<file path="config.mk">
export PLATFORM = sky130hd
export DESIGN_NAME = dbg_subsys_top
export DESIGN_NICKNAME = d
export VERILOG_FILES = /design/src/source/dbg_pkg.sv /design/src/source/dbg_cmd_decoder.sv /design/src/source/dbg_cmd_fifo.sv /design/src/source/dbg_agent.sv /design/src/source/hart_exec.sv /design/src/source/dbg_subsys_top.sv
export VERILOG_INCLUDE_DIRS = /design/src /design/src/include
export SDC_FILE = /design/constraint.sdc
export NUM_CORES = 1
export LEC_CHECK = 0
export BUFFER_PORTS_ARGS = -buffer_cell sky130_fd_sc_hd__buf_2
export CORE_ASPECT_RATIO = 1.25
export CORE_MARGIN = 2
export CORE_UTILIZATION = 48
export DETAILED_ROUTE_END_ITERATION = 16
export PLACE_DENSITY = 0.7
export SYNTH_ARGS = -nofsm -noshare
export SYNTH_HDL_FRONTEND = slang
export SYNTH_HIERARCHICAL = 1
export SYNTH_SLANG_ARGS = --single-unit
</file>
<file path="constraint.sdc">
create_clock -name clk -period 4.48 [get_ports clk]
set_input_delay 0.224 -clock clk [delete_from_list [all_inputs] [get_ports clk]]
set_output_delay 0.224 -clock clk [all_outputs]
set_load 0.05 [all_outputs]
</file>
<file path="src/include/dbg_widths.svh">
// ----------------------------------------------------------------------
// Width macros for the hart PC and the debug data register
// ----------------------------------------------------------------------
`ifndef DBG_WIDTHS_SVH
`define DBG_WIDTHS_SVH

`define DBG_DATA_W 32   // Debug data register
`define DBG_PC_W   16   // Program counter of the execution model

`endif

</file>
<file path="src/source/dbg_pkg.sv">
// ----------------------------------------------------------------------
// Debug subsystem types: opcodes, the two views of a host command word,
// run-control, hart state, decoded command, core control and status
// ----------------------------------------------------------------------
`include "dbg_widths.svh"

package dbg_pkg;

    // Host opcodes, every other code is illegal
    typedef enum logic [3:0] {
        OP_HALT    = 4'h1,
        OP_RESUME  = 4'h2,
        OP_RUNCTRL = 4'h3,
        OP_DDR_WR  = 4'h4
    } dbg_opcode_e;

    // Debug mode entry enables
    typedef struct packed {
        logic rst_brk;
        logic sstep;
        logic brkpt;
    } dbg_dmode_en_s;

    typedef struct packed {
        logic                 irq_dsbl;
        logic                 pc_advmt_dsbl;  // Retire without moving PC
        dbg_dmode_en_s        dmode_en;
        logic [`DBG_PC_W-1:0] bp_pc;          // Breakpoint address
    } dbg_runctrl_s;

    // Opcode with raw payload
    typedef struct packed {
        logic [3:0]  opcode;
        logic [27:0] payload;
    } dbg_word_op_s;

    // Opcode with run-control layout, runctrl in the low bits
    typedef struct packed {
        logic [3:0]              opcode;
        logic [22-`DBG_PC_W:0]   rsvd;
        dbg_runctrl_s            ctrl;
    } dbg_word_rc_s;

    typedef union packed {
        dbg_word_op_s op;
        dbg_word_rc_s rc;
    } dbg_cmd_word_u;

    // Why the hart entered debug mode
    typedef struct packed {
        logic enforce;
        logic rst_brk;
        logic sstep;
        logic brkpt;
    } dbg_dmode_cause_s;

    typedef struct packed {
        logic             halted;
        logic             timeout;
        logic             except;
        logic             commit;
        dbg_dmode_cause_s dmode_cause;
    } dbg_hart_state_s;

    // Decoded command as held in the queue
    typedef struct packed {
        dbg_opcode_e            opcode;
        dbg_runctrl_s           runctrl;
        logic [`DBG_DATA_W-1:0] data;
    } dbg_cmd_s;

    // Agent to core
    typedef struct packed {
        logic                 halted;
        logic                 irq_dsbl;
        logic                 pc_advmt_dsbl;
        logic                 sstep_en;
        logic [`DBG_PC_W-1:0] bp_pc;
    } hart_ctrl_s;

    // Core to agent
    typedef struct packed {
        logic busy;
        logic instret;
        logic init_pc;  // Reset exit
        logic brkpt;    // PC hits breakpoint
        logic exc_req;
        logic commit;
    } exec_status_s;

endpackage

</file>
<file path="src/source/dbg_cmd_decoder.sv">
// ----------------------------------------------------------------------
// Host command decoder, registers legal commands for the queue
// ----------------------------------------------------------------------
`timescale 1ns/1ns
`include "dbg_widths.svh"

module dbg_cmd_decoder
    import dbg_pkg::*;
(
    input  logic          clk,
    input  logic          rst_n,
    input  dbg_cmd_word_u cmd_word,
    input  logic          cmd_valid,   // One-cycle strobe from host
    output dbg_cmd_s      cmd,
    output logic          push,
    output logic          bad_cmd
);

    logic     legal;
    dbg_cmd_s cmd_nxt;

    // Opcode picks which view of the word is meaningful
    always_comb begin
        legal          = 1'b1;
        cmd_nxt        = '0;
        cmd_nxt.opcode = dbg_opcode_e'(cmd_word.op.opcode);
        case (cmd_word.op.opcode)
            OP_HALT, OP_RESUME: begin
                legal = 1'b1;                          // No operands
            end
            OP_RUNCTRL: begin
                cmd_nxt.runctrl = cmd_word.rc.ctrl;    // Run-control layout
            end
            OP_DDR_WR: begin
                cmd_nxt.data = `DBG_DATA_W'(cmd_word.op.payload);  // Zero-extend
            end
            default: begin
                legal = 1'b0;
            end
        endcase
    end

    // Strobes
    always_ff @(posedge clk or negedge rst_n) begin
        if (!rst_n) begin
            push    <= 1'b0;
            bad_cmd <= 1'b0;
        end else begin
            push    <= cmd_valid & legal;
            bad_cmd <= cmd_valid & ~legal;   // Dropped, never queued
        end
    end

    // Payload
    always_ff @(posedge clk) begin
        if (cmd_valid & legal) begin
            cmd <= cmd_nxt;
        end
    end

endmodule

</file>
<file path="src/source/dbg_cmd_fifo.sv">
// ----------------------------------------------------------------------
// Circular command queue between decoder and debug agent
// ----------------------------------------------------------------------
`timescale 1ns/1ns

module dbg_cmd_fifo
    import dbg_pkg::*;
#(
    parameter int FIFO_DEPTH = 4
)(
    input  logic     clk,
    input  logic     rst_n,
    input  logic     push,
    input  dbg_cmd_s din,
    input  logic     pop,
    output dbg_cmd_s head,
    output logic     not_empty,
    output logic     overflow   // Push lost on a full queue
);

    localparam int PTR_W = (FIFO_DEPTH > 1) ? $clog2(FIFO_DEPTH) : 1;
    localparam int CNT_W = $clog2(FIFO_DEPTH + 1);

    dbg_cmd_s         mem [FIFO_DEPTH];
    logic [PTR_W-1:0] wr_ptr;
    logic [PTR_W-1:0] rd_ptr;
    logic [CNT_W-1:0] count;
    logic             full;
    logic             wr_en;
    logic             rd_en;

    // Wrap at FIFO_DEPTH, depth need not be a power of two
    function automatic logic [PTR_W-1:0] ptr_inc(input logic [PTR_W-1:0] p);
        return (p == PTR_W'(FIFO_DEPTH - 1)) ? '0 : p + 1'b1;
    endfunction

    assign full      = (count == CNT_W'(FIFO_DEPTH));
    assign not_empty = |count;
    assign rd_en     = pop & not_empty;
    assign wr_en     = push & (~full | rd_en);   // Slot freed by same-cycle pop
    assign head      = mem[rd_ptr];

    always_ff @(posedge clk or negedge rst_n) begin
        if (!rst_n) begin
            wr_ptr   <= '0;
            rd_ptr   <= '0;
            count    <= '0;
            overflow <= 1'b0;
        end else begin
            if (wr_en) wr_ptr <= ptr_inc(wr_ptr);
            if (rd_en) rd_ptr <= ptr_inc(rd_ptr);
            case ({wr_en, rd_en})
                2'b10:   count <= count + 1'b1;
                2'b01:   count <= count - 1'b1;
                default: count <= count;
            endcase
            overflow <= push & ~wr_en;
        end
    end

    // Storage
    always_ff @(posedge clk) begin
        if (wr_en) begin
            mem[wr_ptr] <= din;
        end
    end

    // ------------------------------------------------------------------
    // Checks
    // ------------------------------------------------------------------
    a_pop_not_empty : assert property (
        @(posedge clk) disable iff (!rst_n) pop |-> not_empty
    ) else $error("Agent popped an empty queue");

    a_count_max : assert property (
        @(posedge clk) disable iff (!rst_n) count <= CNT_W'(FIFO_DEPTH)
    ) else $error("Queue count above depth");

endmodule

</file>
<file path="src/source/dbg_agent.sv">
// ----------------------------------------------------------------------
// Debug agent: halt/run FSM, entry causes, halt timeout, cause capture,
// ack/nack per command, run-control register and debug data register
// ----------------------------------------------------------------------
`timescale 1ns/1ns
`include "dbg_widths.svh"

module dbg_agent
    import dbg_pkg::*;
#(
    parameter int TIMEOUT_CYCLES = 64   // Power of two
)(
    input  logic                   clk,
    input  logic                   rst_n,
    input  dbg_cmd_s               head,
    input  logic                   cmd_req,   // Queue not empty
    output logic                   pop,
    output logic                   ack,
    output logic                   nack,
    input  exec_status_s           exec,
    output hart_ctrl_s             ctrl,
    output dbg_hart_state_s        hart_state,
    output logic                   run_start, // First cycle of run
    output logic [`DBG_DATA_W-1:0] ddr_rd
);

    localparam int TMO_W = $clog2(TIMEOUT_CYCLES);

    dbg_runctrl_s     rc_q;
    logic             halted;
    logic             run2halt;
    logic             halt2run;
    logic             enforce_dbg_mode;
    logic             enforce_run_mode;
    logic             apply_rc;
    logic             apply_ddr;
    logic             cause_rst;
    logic             cause_sstep;
    logic             cause_brk;
    logic [TMO_W-1:0] tmo_cnt;
    logic             tmo_flag;
    logic             except_q;
    logic             commit_q;
    dbg_dmode_cause_s cause_q;

    // ------------------------------------------------------------------
    // Head of queue
    // ------------------------------------------------------------------
    assign enforce_dbg_mode = cmd_req & (head.opcode == OP_HALT);
    assign enforce_run_mode = cmd_req & (head.opcode == OP_RESUME);
    assign apply_rc         = cmd_req & (head.opcode == OP_RUNCTRL);
    assign apply_ddr        = cmd_req & (head.opcode == OP_DDR_WR);

    // Entry causes from the core
    assign cause_rst   = rc_q.dmode_en.rst_brk & exec.init_pc;
    assign cause_sstep = rc_q.dmode_en.sstep   & exec.instret;
    assign cause_brk   = rc_q.dmode_en.brkpt   & exec.brkpt;

    // Timeout forces a halt even with the core busy
    assign run2halt = ~halted & (tmo_flag | (~exec.busy &
                      (cause_rst | cause_sstep | cause_brk | enforce_dbg_mode)));
    assign halt2run = halted & enforce_run_mode;

    assign ack  = halt2run | (~halted & enforce_dbg_mode & ~exec.busy & ~tmo_flag)
                | apply_rc | apply_ddr;
    assign nack = (halted & enforce_dbg_mode)              // Already halted
                | (~halted & enforce_run_mode)             // Already running
                | (~halted & enforce_dbg_mode & tmo_flag); // Core stuck busy

    // Halt and resume wait at the head until answered
    assign pop = ack | nack;

    // ------------------------------------------------------------------
    // Run state
    // ------------------------------------------------------------------
    always_ff @(posedge clk or negedge rst_n) begin
        if (!rst_n) begin
            halted    <= 1'b0;
            run_start <= 1'b0;
        end else begin
            if (run2halt) halted <= 1'b1;
            else if (halt2run) halted <= 1'b0;
            run_start <= halt2run;
        end
    end

    // Counts busy cycles of a pending halt
    assign tmo_flag = ~|tmo_cnt;

    always_ff @(posedge clk or negedge rst_n) begin
        if (!rst_n) begin
            tmo_cnt <= '1;
        end else if (halt2run) begin
            tmo_cnt <= '1;
        end else if (enforce_dbg_mode & exec.busy & ~halted & ~run2halt) begin
            tmo_cnt <= tmo_cnt - 1'b1;
        end
    end

    // Cause capture on entry
    always_ff @(posedge clk or negedge rst_n) begin
        if (!rst_n) begin
            except_q <= 1'b0;
            commit_q <= 1'b0;
            cause_q  <= '0;
        end else if (run2halt) begin
            except_q        <= exec.exc_req;
            commit_q        <= exec.commit;
            cause_q.enforce <= enforce_dbg_mode;
            cause_q.rst_brk <= cause_rst;
            cause_q.sstep   <= cause_sstep;
            cause_q.brkpt   <= cause_brk;
        end
    end

    assign hart_state = '{halted:      halted,
                          timeout:     tmo_flag,
                          except:      except_q,
                          commit:      commit_q,
                          dmode_cause: cause_q};

    // ------------------------------------------------------------------
    // Run-control and DDR
    // ------------------------------------------------------------------
    always_ff @(posedge clk or negedge rst_n) begin
        if (!rst_n) begin
            rc_q   <= '0;
            ddr_rd <= '0;
        end else begin
            if (apply_rc)  rc_q   <= head.runctrl;
            if (apply_ddr) ddr_rd <= head.data;
        end
    end

    assign ctrl = '{halted:        halted,
                    irq_dsbl:      rc_q.irq_dsbl,
                    pc_advmt_dsbl: rc_q.pc_advmt_dsbl,
                    sstep_en:      rc_q.dmode_en.sstep,
                    bp_pc:         rc_q.bp_pc};

    // ------------------------------------------------------------------
    // Checks
    // ------------------------------------------------------------------
    a_r2h_pulse : assert property (
        @(posedge clk) disable iff (!rst_n) run2halt |=> ~run2halt
    ) else $error("run2halt longer than one cycle");

    a_h2r_pulse : assert property (
        @(posedge clk) disable iff (!rst_n) halt2run |=> ~halt2run
    ) else $error("halt2run longer than one cycle");

    a_no_retire_halted : assert property (
        @(posedge clk) disable iff (!rst_n) halted |-> ~exec.instret
    ) else $error("Instruction retired while halted");

    // Busy core without timeout stays running next cycle
    a_halt_idle : assert property (
        @(posedge clk) disable iff (!rst_n) (~halted & exec.busy & ~tmo_flag) |=> ~halted
    ) else $error("Halt entered with core busy");

endmodule

</file>
<file path="src/source/hart_exec.sv">
// ----------------------------------------------------------------------
// Execution model standing in for the core: PC, stalls, retire,
// breakpoint match and reset-exit pulse
// ----------------------------------------------------------------------
`timescale 1ns/1ns
`include "dbg_widths.svh"

module hart_exec
    import dbg_pkg::*;
(
    input  logic                 clk,
    input  logic                 rst_n,
    input  hart_ctrl_s           ctrl,
    input  logic                 stall,    // Holds the core busy
    output exec_status_s         status,
    output logic [`DBG_PC_W-1:0] pc
);

    logic retire;
    logic init_done;
    logic init_pc;

    // One instruction per cycle when running and not stalled
    assign retire = ~ctrl.halted & ~stall;

    always_ff @(posedge clk or negedge rst_n) begin
        if (!rst_n) begin
            pc <= '0;
        end else if (retire & ~ctrl.pc_advmt_dsbl) begin
            pc <= pc + 1'b1;
        end
    end

    // Reset exit, high for the first cycle out of reset
    always_ff @(posedge clk or negedge rst_n) begin
        if (!rst_n) begin
            init_done <= 1'b0;
            init_pc   <= 1'b0;
        end else begin
            init_done <= 1'b1;
            init_pc   <= ~init_done;
        end
    end

    assign status = '{busy:    stall,
                      instret: retire,
                      init_pc: init_pc,
                      brkpt:   (pc == ctrl.bp_pc),
                      exc_req: 1'b0,          // Model raises no exceptions
                      commit:  retire};

endmodule

</file>
<file path="src/source/dbg_subsys_top.sv">
// ----------------------------------------------------------------------
// Debug subsystem top: decoder, command queue, agent, execution model
// ----------------------------------------------------------------------
`timescale 1ns/1ns
`include "dbg_widths.svh"

module dbg_subsys_top
    import dbg_pkg::*;
#(
    parameter int FIFO_DEPTH     = 4,
    parameter int TIMEOUT_CYCLES = 64
)(
    input  logic                   clk,
    input  logic                   rst_n,       // Whole subsystem
    input  logic                   hart_rst_n,  // Core only, run-control kept
    input  dbg_cmd_word_u          cmd_word,
    input  logic                   cmd_valid,
    input  logic                   stall,
    output logic                   halted,
    output logic [`DBG_PC_W-1:0]   pc,
    output dbg_hart_state_s        hart_state,
    output logic                   cmd_ack,
    output logic                   cmd_nack,
    output logic                   bad_cmd,
    output logic                   overflow,
    output logic                   run_start,
    output logic [`DBG_DATA_W-1:0] ddr_rd
);

    dbg_cmd_s     dec_cmd;
    dbg_cmd_s     head;
    logic         push;
    logic         pop;
    logic         not_empty;
    hart_ctrl_s   ctrl;
    exec_status_s status;
    logic         core_rst_n;

    assign core_rst_n = rst_n & hart_rst_n;   // Either reset clears the core
    assign halted     = ctrl.halted;

    dbg_cmd_decoder u_decoder (
        .clk       (clk),
        .rst_n     (rst_n),
        .cmd_word  (cmd_word),
        .cmd_valid (cmd_valid),
        .cmd       (dec_cmd),
        .push      (push),
        .bad_cmd   (bad_cmd)
    );

    dbg_cmd_fifo #(.FIFO_DEPTH(FIFO_DEPTH)) u_fifo (
        .clk       (clk),
        .rst_n     (rst_n),
        .push      (push),
        .din       (dec_cmd),
        .pop       (pop),
        .head      (head),
        .not_empty (not_empty),
        .overflow  (overflow)
    );

    dbg_agent #(.TIMEOUT_CYCLES(TIMEOUT_CYCLES)) u_agent (
        .clk        (clk),
        .rst_n      (rst_n),
        .head       (head),
        .cmd_req    (not_empty),
        .pop        (pop),
        .ack        (cmd_ack),
        .nack       (cmd_nack),
        .exec       (status),
        .ctrl       (ctrl),
        .hart_state (hart_state),
        .run_start  (run_start),
        .ddr_rd     (ddr_rd)
    );

    hart_exec u_hart (
        .clk    (clk),
        .rst_n  (core_rst_n),
        .ctrl   (ctrl),
        .stall  (stall),
        .status (status),
        .pc     (pc)
    );

endmodule

</file>
==> results of run 1 <==
[registers in the layout, indices dropped and copies added (netlist names), 2 cells and up]
signal	count
u_agent/ctrl	18
u_agent/ddr_rd	32
u_agent/hart_state	4
u_agent/rc_q	2
u_agent/tmo_cnt	6
u_decoder/cmd	52
u_fifo/count	3
u_fifo/mem	224
u_fifo/rd_ptr	2
u_fifo/wr_ptr	2
u_hart/pc	16
[area by class of cell]
| cell class | instances | share of cell area, % |
|---|---|---|
| inverters | 16 | 0.356 |
| flip-flops and latches | 370 | 63.2 |
| clock inverters | 12 | 0.453 |
| well taps | 401 | 2.98 |
| repair buffers | 132 | 5.11 |
| multi-input cells | 352 | 21.8 |
| clock buffers | 53 | 6.08 |
[layout by cell type, fill, tap and decap left out, types with 5 or more instances in the layout]
cell type,n
and2_1,41
nand2_1,16
clkbuf_1,11
buf_12,5
and2_2,16
nand4_1,6
xor2_1,6
clkbuf_16,36
nor4b_4,5
nor3_1,5
dfstp_2,6
nor4_1,7
dfrtp_1,86
buf_2,97
conb_1,6
buf_4,10
clkbuf_8,6
edfxtp_1,276
dlygate4sd3_1,20
ha_1,8
mux2_2,57
nand3_1,11
xnor2_1,29
mux4_2,56
a31oi_1,5
inv_1,16
clkinv_2,7
nor2_1,12
[through the flow]
step	worst slack (ns)	power, mW	cells	util (%)
4_1_cts	0.579	10.3	1336	55.8
5_1_grt	0.314	10.6	1336	55.8
6_report	0.623	10.1	1336	55.8
3_5_place_dp	0.614	7.43	1251	51.5
2_1_floorplan	0.0871	6.85	800	-
3_3_place_gp	0.681	7.39	1251	51.5
[worst register-to-register path: stages (launching register included)]
cell and delay [ns]:
dfrtp_4 0.64, mux4_2 0.62, nor3b_2 0.40, and2_1 0.22, nand2_1 0.07, o221ai_1 0.19
buf_4 0.19, o31a_1 0.25, or2b_1 0.27, fa_1 0.37, nand2b_1 0.17, o32ai_2 0.22
xor2_1 0.16
[power groups by stage]
stage	Clock (mW)	Sequential [mW]	Combinational [mW]
after floorplan	0	5.04	1.82
after global placement	0	4.63	2.76
after detailed placement	0	4.65	2.78
after CTS	2.87	4.59	2.81
after global routing	3.00	4.64	2.96
final	2.79	4.57	2.75
[routing by layer]
| layer | vias to the layer above | wire (microns) | GRT usage (%) |
|---|---|---|---|
| met4 | 0 | 358 | 4.15 |
| li1 | 3249 | - | - |
| met1 | 3745 | 11300 | 22.6 |
| met5 | - | 0 | 0 |
| met2 | 157 | 13400 | 28.8 |
| met3 | 25 | 1250 | 3.00 |
[path summary, 6_finish.rpt]
path	startpoint	to
max in group asynchronous	rst_n	u_hart/init_pc
min in group asynchronous	rst_n	u_fifo/wr_ptr[0]
worst max register to register	u_fifo/rd_ptr[0]	u_fifo/count[2]
worst min-delay path	cmd_word[18]	u_decoder/cmd[18]
worst min register to register	u_hart/init_done	u_hart/init_pc
worst max-delay path	u_fifo/rd_ptr[0]	u_fifo/count[2]
==> results by group, run 1 <==
Outcome
  – Status: completed

Logic synthesis
  – YS warnings: 6
  – Syn Std Cell Area: 14800 sq um
  – Synth Area per Inst: 18.5 sq um
  – Syn Inst Count: 797

Clock network
  – Clk_lat worst skew: around 0.5 ns
  – Deepest clock path buffer count: 3
  – Hold bufs inserted after CTS: 20
  – CTS Buf Count: 36
  – H-tree levels: 2
  – CTS root buffer: clkbuf_16
  – Clock slew at reported path FFs: roughly 0.060 ns
  – Clock sink count: 370
  – Post-CTS setup buffers: 0
  – CTS tree: yes
  – CTS resizes: 0

Route
  – # DRC: 0
  – Routed Antenna Nets: 0
  – Final WL: 26400 microns
  – Initial DRC count: 440
  – Vias: around 7200
  – TritonRoute pass-1 iters: 5
  – Avg WL per Cell: between 15 and 20 microns
  – Post-DR vias/cell: 5.37

Placement
  – Half-perimeter wire length after placement: between 15000 and 20000 microns
  – Port bufs: 98
  – Dpl cell area: 15600 sq um
  – GP Congestion: 0.735

Critical path
  – Startpoint Class: register
  – WP data arrival: about 4.3 ns
  – WP buf/inv: 1
  – Reg2reg path depth: 12
  – CP delay by family, top: simple AND/OR/NAND/NOR gates
  – Crit path cell chain: mux4_2 > nor3b_2 > and2_1 > nand2_1 > o221ai_1 > buf_4 > o31a_1 > or2b_1 > fa_1 > nand2b_1 > o32ai_2 > xor2_1
  – Worst path slowest cell: dfrtp_4
  – Crit path largest cell delay: approximately 0.64 ns
  – Worst Path Required: roughly 4.9 ns
  – WP depth: 12
  – Worst Setup End Kind: register
  – Max Fanout on Critical Path: 19
  – Reg2Reg Setup Slack: just over 0.6 ns
  – CP Class: register to register

Cells and area
  – Register cell area after layout: 10700 sq um
  – Syn-to-layout area delta: 14.1%
  – Layout cells sized above 1: about a third
  – Post-route cell area: 16900 sq um
  – Fin nets: around 950
  – N_diodes: 0
  – Multi-input gate area: between 3000 and 4000 sq um
  – # fillers: about 2300

Timing
  – Tightest Pin Transition: 0.849 ns
  – Setup violations, final: 0
  – Slew HR: ~43%
  – Hold Vio Cnt, Final: 0
  – Setup_tns: 0 ns
  – Hold Slack: 0.0185 ns
  – RSZ-0062 raised after global routing: no
  – Tmin final: around 3.9 ns
  – Max-slew violation count: 0
  – Final Skew: between 0.02 and 0.025 ns
  – Final worst path period share: a little under nine tenths
  – Max Fclk: approximately 260 MHz

Global routing
  – GRT overflow: 0
  – Vias in the first global route: ~7400
  – First-pass GRT wire length: approximately 42000 microns
  – Largest net degree at the start of global routing: between 50 and 60
  – GRT Util Overall: 16.8%
  – Initial antenna violation count: 0

Power
  – Int Pwr: just under 7 mW
  – NetSw: about 3.2 mW
  – Sequential share of power: a little under half
  – Clk network pwr share: between 20% and 30%
  – Leakage: 6.00 nW
  – Peak VDD IR: around 0.32 mV
  – Sw frac: 31.4%
  – Combinational fraction of design power: 27.2%
  – Power Density: around 600 nW/um^2

Floorplanning
  – Num rows: a little over 70
  – Die Ht: 200 microns
  – Number of top-level pins: 99
  – Initial core utilization: roughly half
  – Core area: 30200 sq um
  – Die ar.: 32200 sq um
  – Chip Width: about 160 microns

Min path
  – Hold Crit Class: input pin to register
  – WHS Path Cells: 2

Flow run
  – Maxcap violations: 0
(Power assumes the default switching activity.)
==> run 2: changes to the inputs <==
Settings changed: GPL_TIMING_DRIVEN set to 0.
==> run 2 against run 1 <==
  * Worst setup slack worse by 0.37 ns
  * Non-clock buffer count is 58 higher
  * Routed wire length is 3.3% higher
  * Final area is 3.5% higher
  * Sequential share of layout area is 2.1 points lower
  * Clock skew is 0.0075 ns higher
  * Combinational power is 12% higher
  * Total power is 5.0% higher
  * Via count is 2.5% higher
  * Clock power is 10% higher
  * Sequential power is 2% lower
  * Highest routed layer unchanged
==> results by group, run 2 (synthesized netlist as in run 1, its figures left out) <==
Outcome
  – Status: completed (unchanged)

Floorplanning
  – Die ar.: 32200 sq um (unchanged)
  – Core area: 30200 sq um (unchanged)
  – Initial core utilization: 48.9% (unchanged)
  – Number of top-level pins: 99 (unchanged)
  – Num rows: 71 (unchanged)
  – Die Ht: 200 microns (unchanged)
  – Chip Width: 161 microns (unchanged)

Critical path
  – Startpoint Class: register (unchanged)
  – FF-to-FF Start: u_fifo/rd_ptr[0] (unchanged)
  – Reg2Reg Setup Slack: 0.25 ns (was 0.62 ns)
  – Reg2reg path depth: 13 (was 12)
  – Critical R2R Capture: u_fifo/count[2] (unchanged)
  – CP Class: register to register (unchanged)
  – Worst Setup End Kind: register (unchanged)
  – WP data arrival: 4.67 ns (was 4.28 ns)
  – Max Fanout on Critical Path: 9 (was 19)
  – Critical Path Start: u_fifo/rd_ptr[0] (unchanged)
  – Worst Path Required: 4.92 ns (was 4.91 ns)

Min path
  – Hold EP: u_decoder/cmd[48] (was u_decoder/cmd[18])
  – Hold Crit Class: input pin to register (unchanged)
  – Hold Startpoint: cmd_word[16] (was cmd_word[18])
  – WHS Path Cells: 2 (unchanged)

Placement
  – Placed Instances: 1308 (was 1251)
  – Dpl cell area: 16000 sq um (was 15600 sq um)
  – Half-perimeter wire length after placement: 17700 microns (was 16200 microns)
  – GP Congestion: 0.736 (was 0.735)
  – Port bufs: 98 (unchanged)

Timing
  – Final Skew: 0.0275 ns (was 0.0200 ns)
  – Tmin final: 4.23 ns (was 3.86 ns)
  – RSZ-0062 raised after global routing: no (unchanged)
  – Setup violations, final: 0 (unchanged)
  – Tightest Pin Transition: 0.838 ns (was 0.849 ns)
  – Hold Vio Cnt, Final: 0 (unchanged)
  – Hold Slack: 0.0175 ns (was 0.0185 ns)
  – Max Fclk: 237 MHz (was 259 MHz)
  – Slew HR: 43.9% (was 43.4%)
  – Max-slew violation count: 0 (unchanged)
  – Final worst path period share: 94.3% (was 86.1%)

Cells and area
  – # fillers: 2349 (unchanged)
  – Commonest non-fill, non-tap cell in the layout: edfxtp_1 (unchanged)
  – Register cell area after layout: 10600 sq um (was 10700 sq um)
  – Layout cells sized above 1: 37.5% (was 33.9%)
  – Final core occ: 57.7% (was 55.8%)
  – Biggest registers after layout: u_fifo/mem x224, u_decoder/cmd x52, u_agent/ddr_rd x32 (unchanged)
  – Most frequent cells in the layout: 276 x edfxtp_1, 109 x buf_2, 88 x dfrtp_1, 57 x mux2_2, 56 x mux4_2 (was 276 x edfxtp_1, 97 x buf_2, 86 x dfrtp_1, 57 x mux2_2, 56 x mux4_2)
  – Multi-input gate area: 3690 sq um (was 3680 sq um)
  – Fin nets: 1012 (was 954)
  – Largest Register: u_fifo/mem (unchanged)
  – N_diodes: 0 (unchanged)
  – Number of flip-flops in the largest register: 224 (unchanged)
  – Post-route cell area: 17400 sq um (was 16900 sq um)
  – Layout Cells excl Fill: 1395 (was 1336)
  – Syn-to-layout area delta: 18.0% (was 14.1%)

Power
  – Power Density: 609 nW/um^2 (was 600 nW/um^2)
  – Peak VDD IR: 0.474 mV (was 0.318 mV)
  – Sw frac: 31.1% (was 31.4%)
  – Clk network pwr share: 29.0% (was 27.6%)
  – Combinational fraction of design power: 28.9% (was 27.2%)
  – Sequential share of power: 42.1% (was 45.2%)
  – Leakage: 6.33 nW (was 6.00 nW)
  – NetSw: 3.30 mW (was 3.17 mW)
  – Int Pwr: 7.31 mW (was 6.94 mW)

Clock network
  – CTS root buffer: clkbuf_16 (unchanged)
  – Clock sink count: 370 (unchanged)
  – CTS Buf Count: 36 (unchanged)
  – Clk_lat worst skew: 0.53 ns (was 0.51 ns)
  – Post-CTS setup buffers: 0 (unchanged)
  – Deepest clock path buffer count: 3 (unchanged)
  – Clock slew at reported path FFs: 0.06 ns (about the same)
  – H-tree levels: 2 (unchanged)
  – CTS tree: yes (unchanged)

Global routing
  – GRT overflow: 0 (unchanged)
  – Vias in the first global route: 7615 (was 7396)
  – GRT Util Overall: 17.2% (was 16.8%)
  – First-pass GRT wire length: 42800 microns (was 41800 microns)
  – Largest net degree at the start of global routing: 57 (unchanged)
  – Initial antenna violation count: 0 (unchanged)

Flow run
  – Maxcap violations: 0 (unchanged)

Route
  – Routed Antenna Nets: 0 (unchanged)
  – Initial DRC count: 514 (was 440)
  – Final WL: 27200 microns (was 26400 microns)
  – Avg WL per Cell: 19.5 microns (was 19.7 microns)
  – # DRC: 0 (unchanged)
  – Vias: 7358 (was 7176)
  – TritonRoute pass-1 iters: 4 (was 5)
  – Post-DR vias/cell: 5.27 (was 5.37)
run 2: changes by cell type in the layout (fill, tap and decap cells not counted), sizes merged:
cell	before	now
buf	112	161
bufinv	0	4
clkbuf	53	54
clkinv	11	12
clkinvlp	0	3
dlygate4sd3	20	21
run 2: worst max path at each step:
stage | end | slack, ns
final | u_fifo/count[2] | 0.25
after global routing | u_fifo/count[2] | 0.02
after CTS | u_fifo/count[2] | 0.13
after detailed placement | u_fifo/count[2] | -0.12
after global placement | u_decoder/push | -1.64
after floorplan | u_fifo/mem[0][0] | 0.09
run 2: area by class of cell:
type / count / area share (%)
sequential: 370 / 61.1
multi-input combinational: 352 / 21.1
clock buffer: 46 / 5.67
timing repair buffer: 128 / 5.06
tap: 401 / 2.88
buffer: 62 / 2.45
clock inverter: 20 / 1.41
inverter: 16 / 0.344
run 2: stage by stage:
| stage | setup WS [ns] | setup TNS, ns | total power, mW |
|---|---|---|---|
| floorplan | 0.0871 | 0 | 6.85 |
| global placement | -1.64 | -424.57 | 7.56 |
| detailed placement | -0.120 | -0.120 | 7.64 |
| CTS | 0.127 | 0 | 10.8 |
| global route | 0.0160 | 0 | 11.1 |
| finish | 0.254 | 0 | 10.6 |
run 2: routing by layer:
layer	GRT usage, %	part of all wire [%]	vias to the layer above
met3	2.67	3.7	35
met1	22.5	42	3799
met4	4.82	2.0	0
met2	30.0	52	154
li1	-	-	3370
met5	0	0	-
run 2: timing repair:
action,in CTS,in global routing
endpoints found under the setup margin,1,1
hold buffers,21,0
resized for setup,2,1
endpoints found under the hold margin,68,0
run 2: power by group through the flow:
stage	sequential [mW]	combinational (mW)	clock (mW)
3_5_place_dp	4.54	3.10	0
6_report	4.47	3.07	3.08
2_1_floorplan	5.04	1.82	0
4_1_cts	4.47	3.13	3.15
3_3_place_gp	4.54	3.02	0
5_1_grt	4.53	3.29	3.28
run 2: critical path, stage by stage (launching register included):
cell      delay, ns
dfrtp_1        0.36
buf_6          0.12
buf_4          0.23
mux4_2         0.59
nor3b_2        0.44
and2_1         0.23
nand2_1        0.09
o221ai_2       0.40
o31a_1         0.41
or2b_1         0.28
fa_1           0.41
nand2b_1       0.17
o32ai_2        0.24
xor2_1         0.18
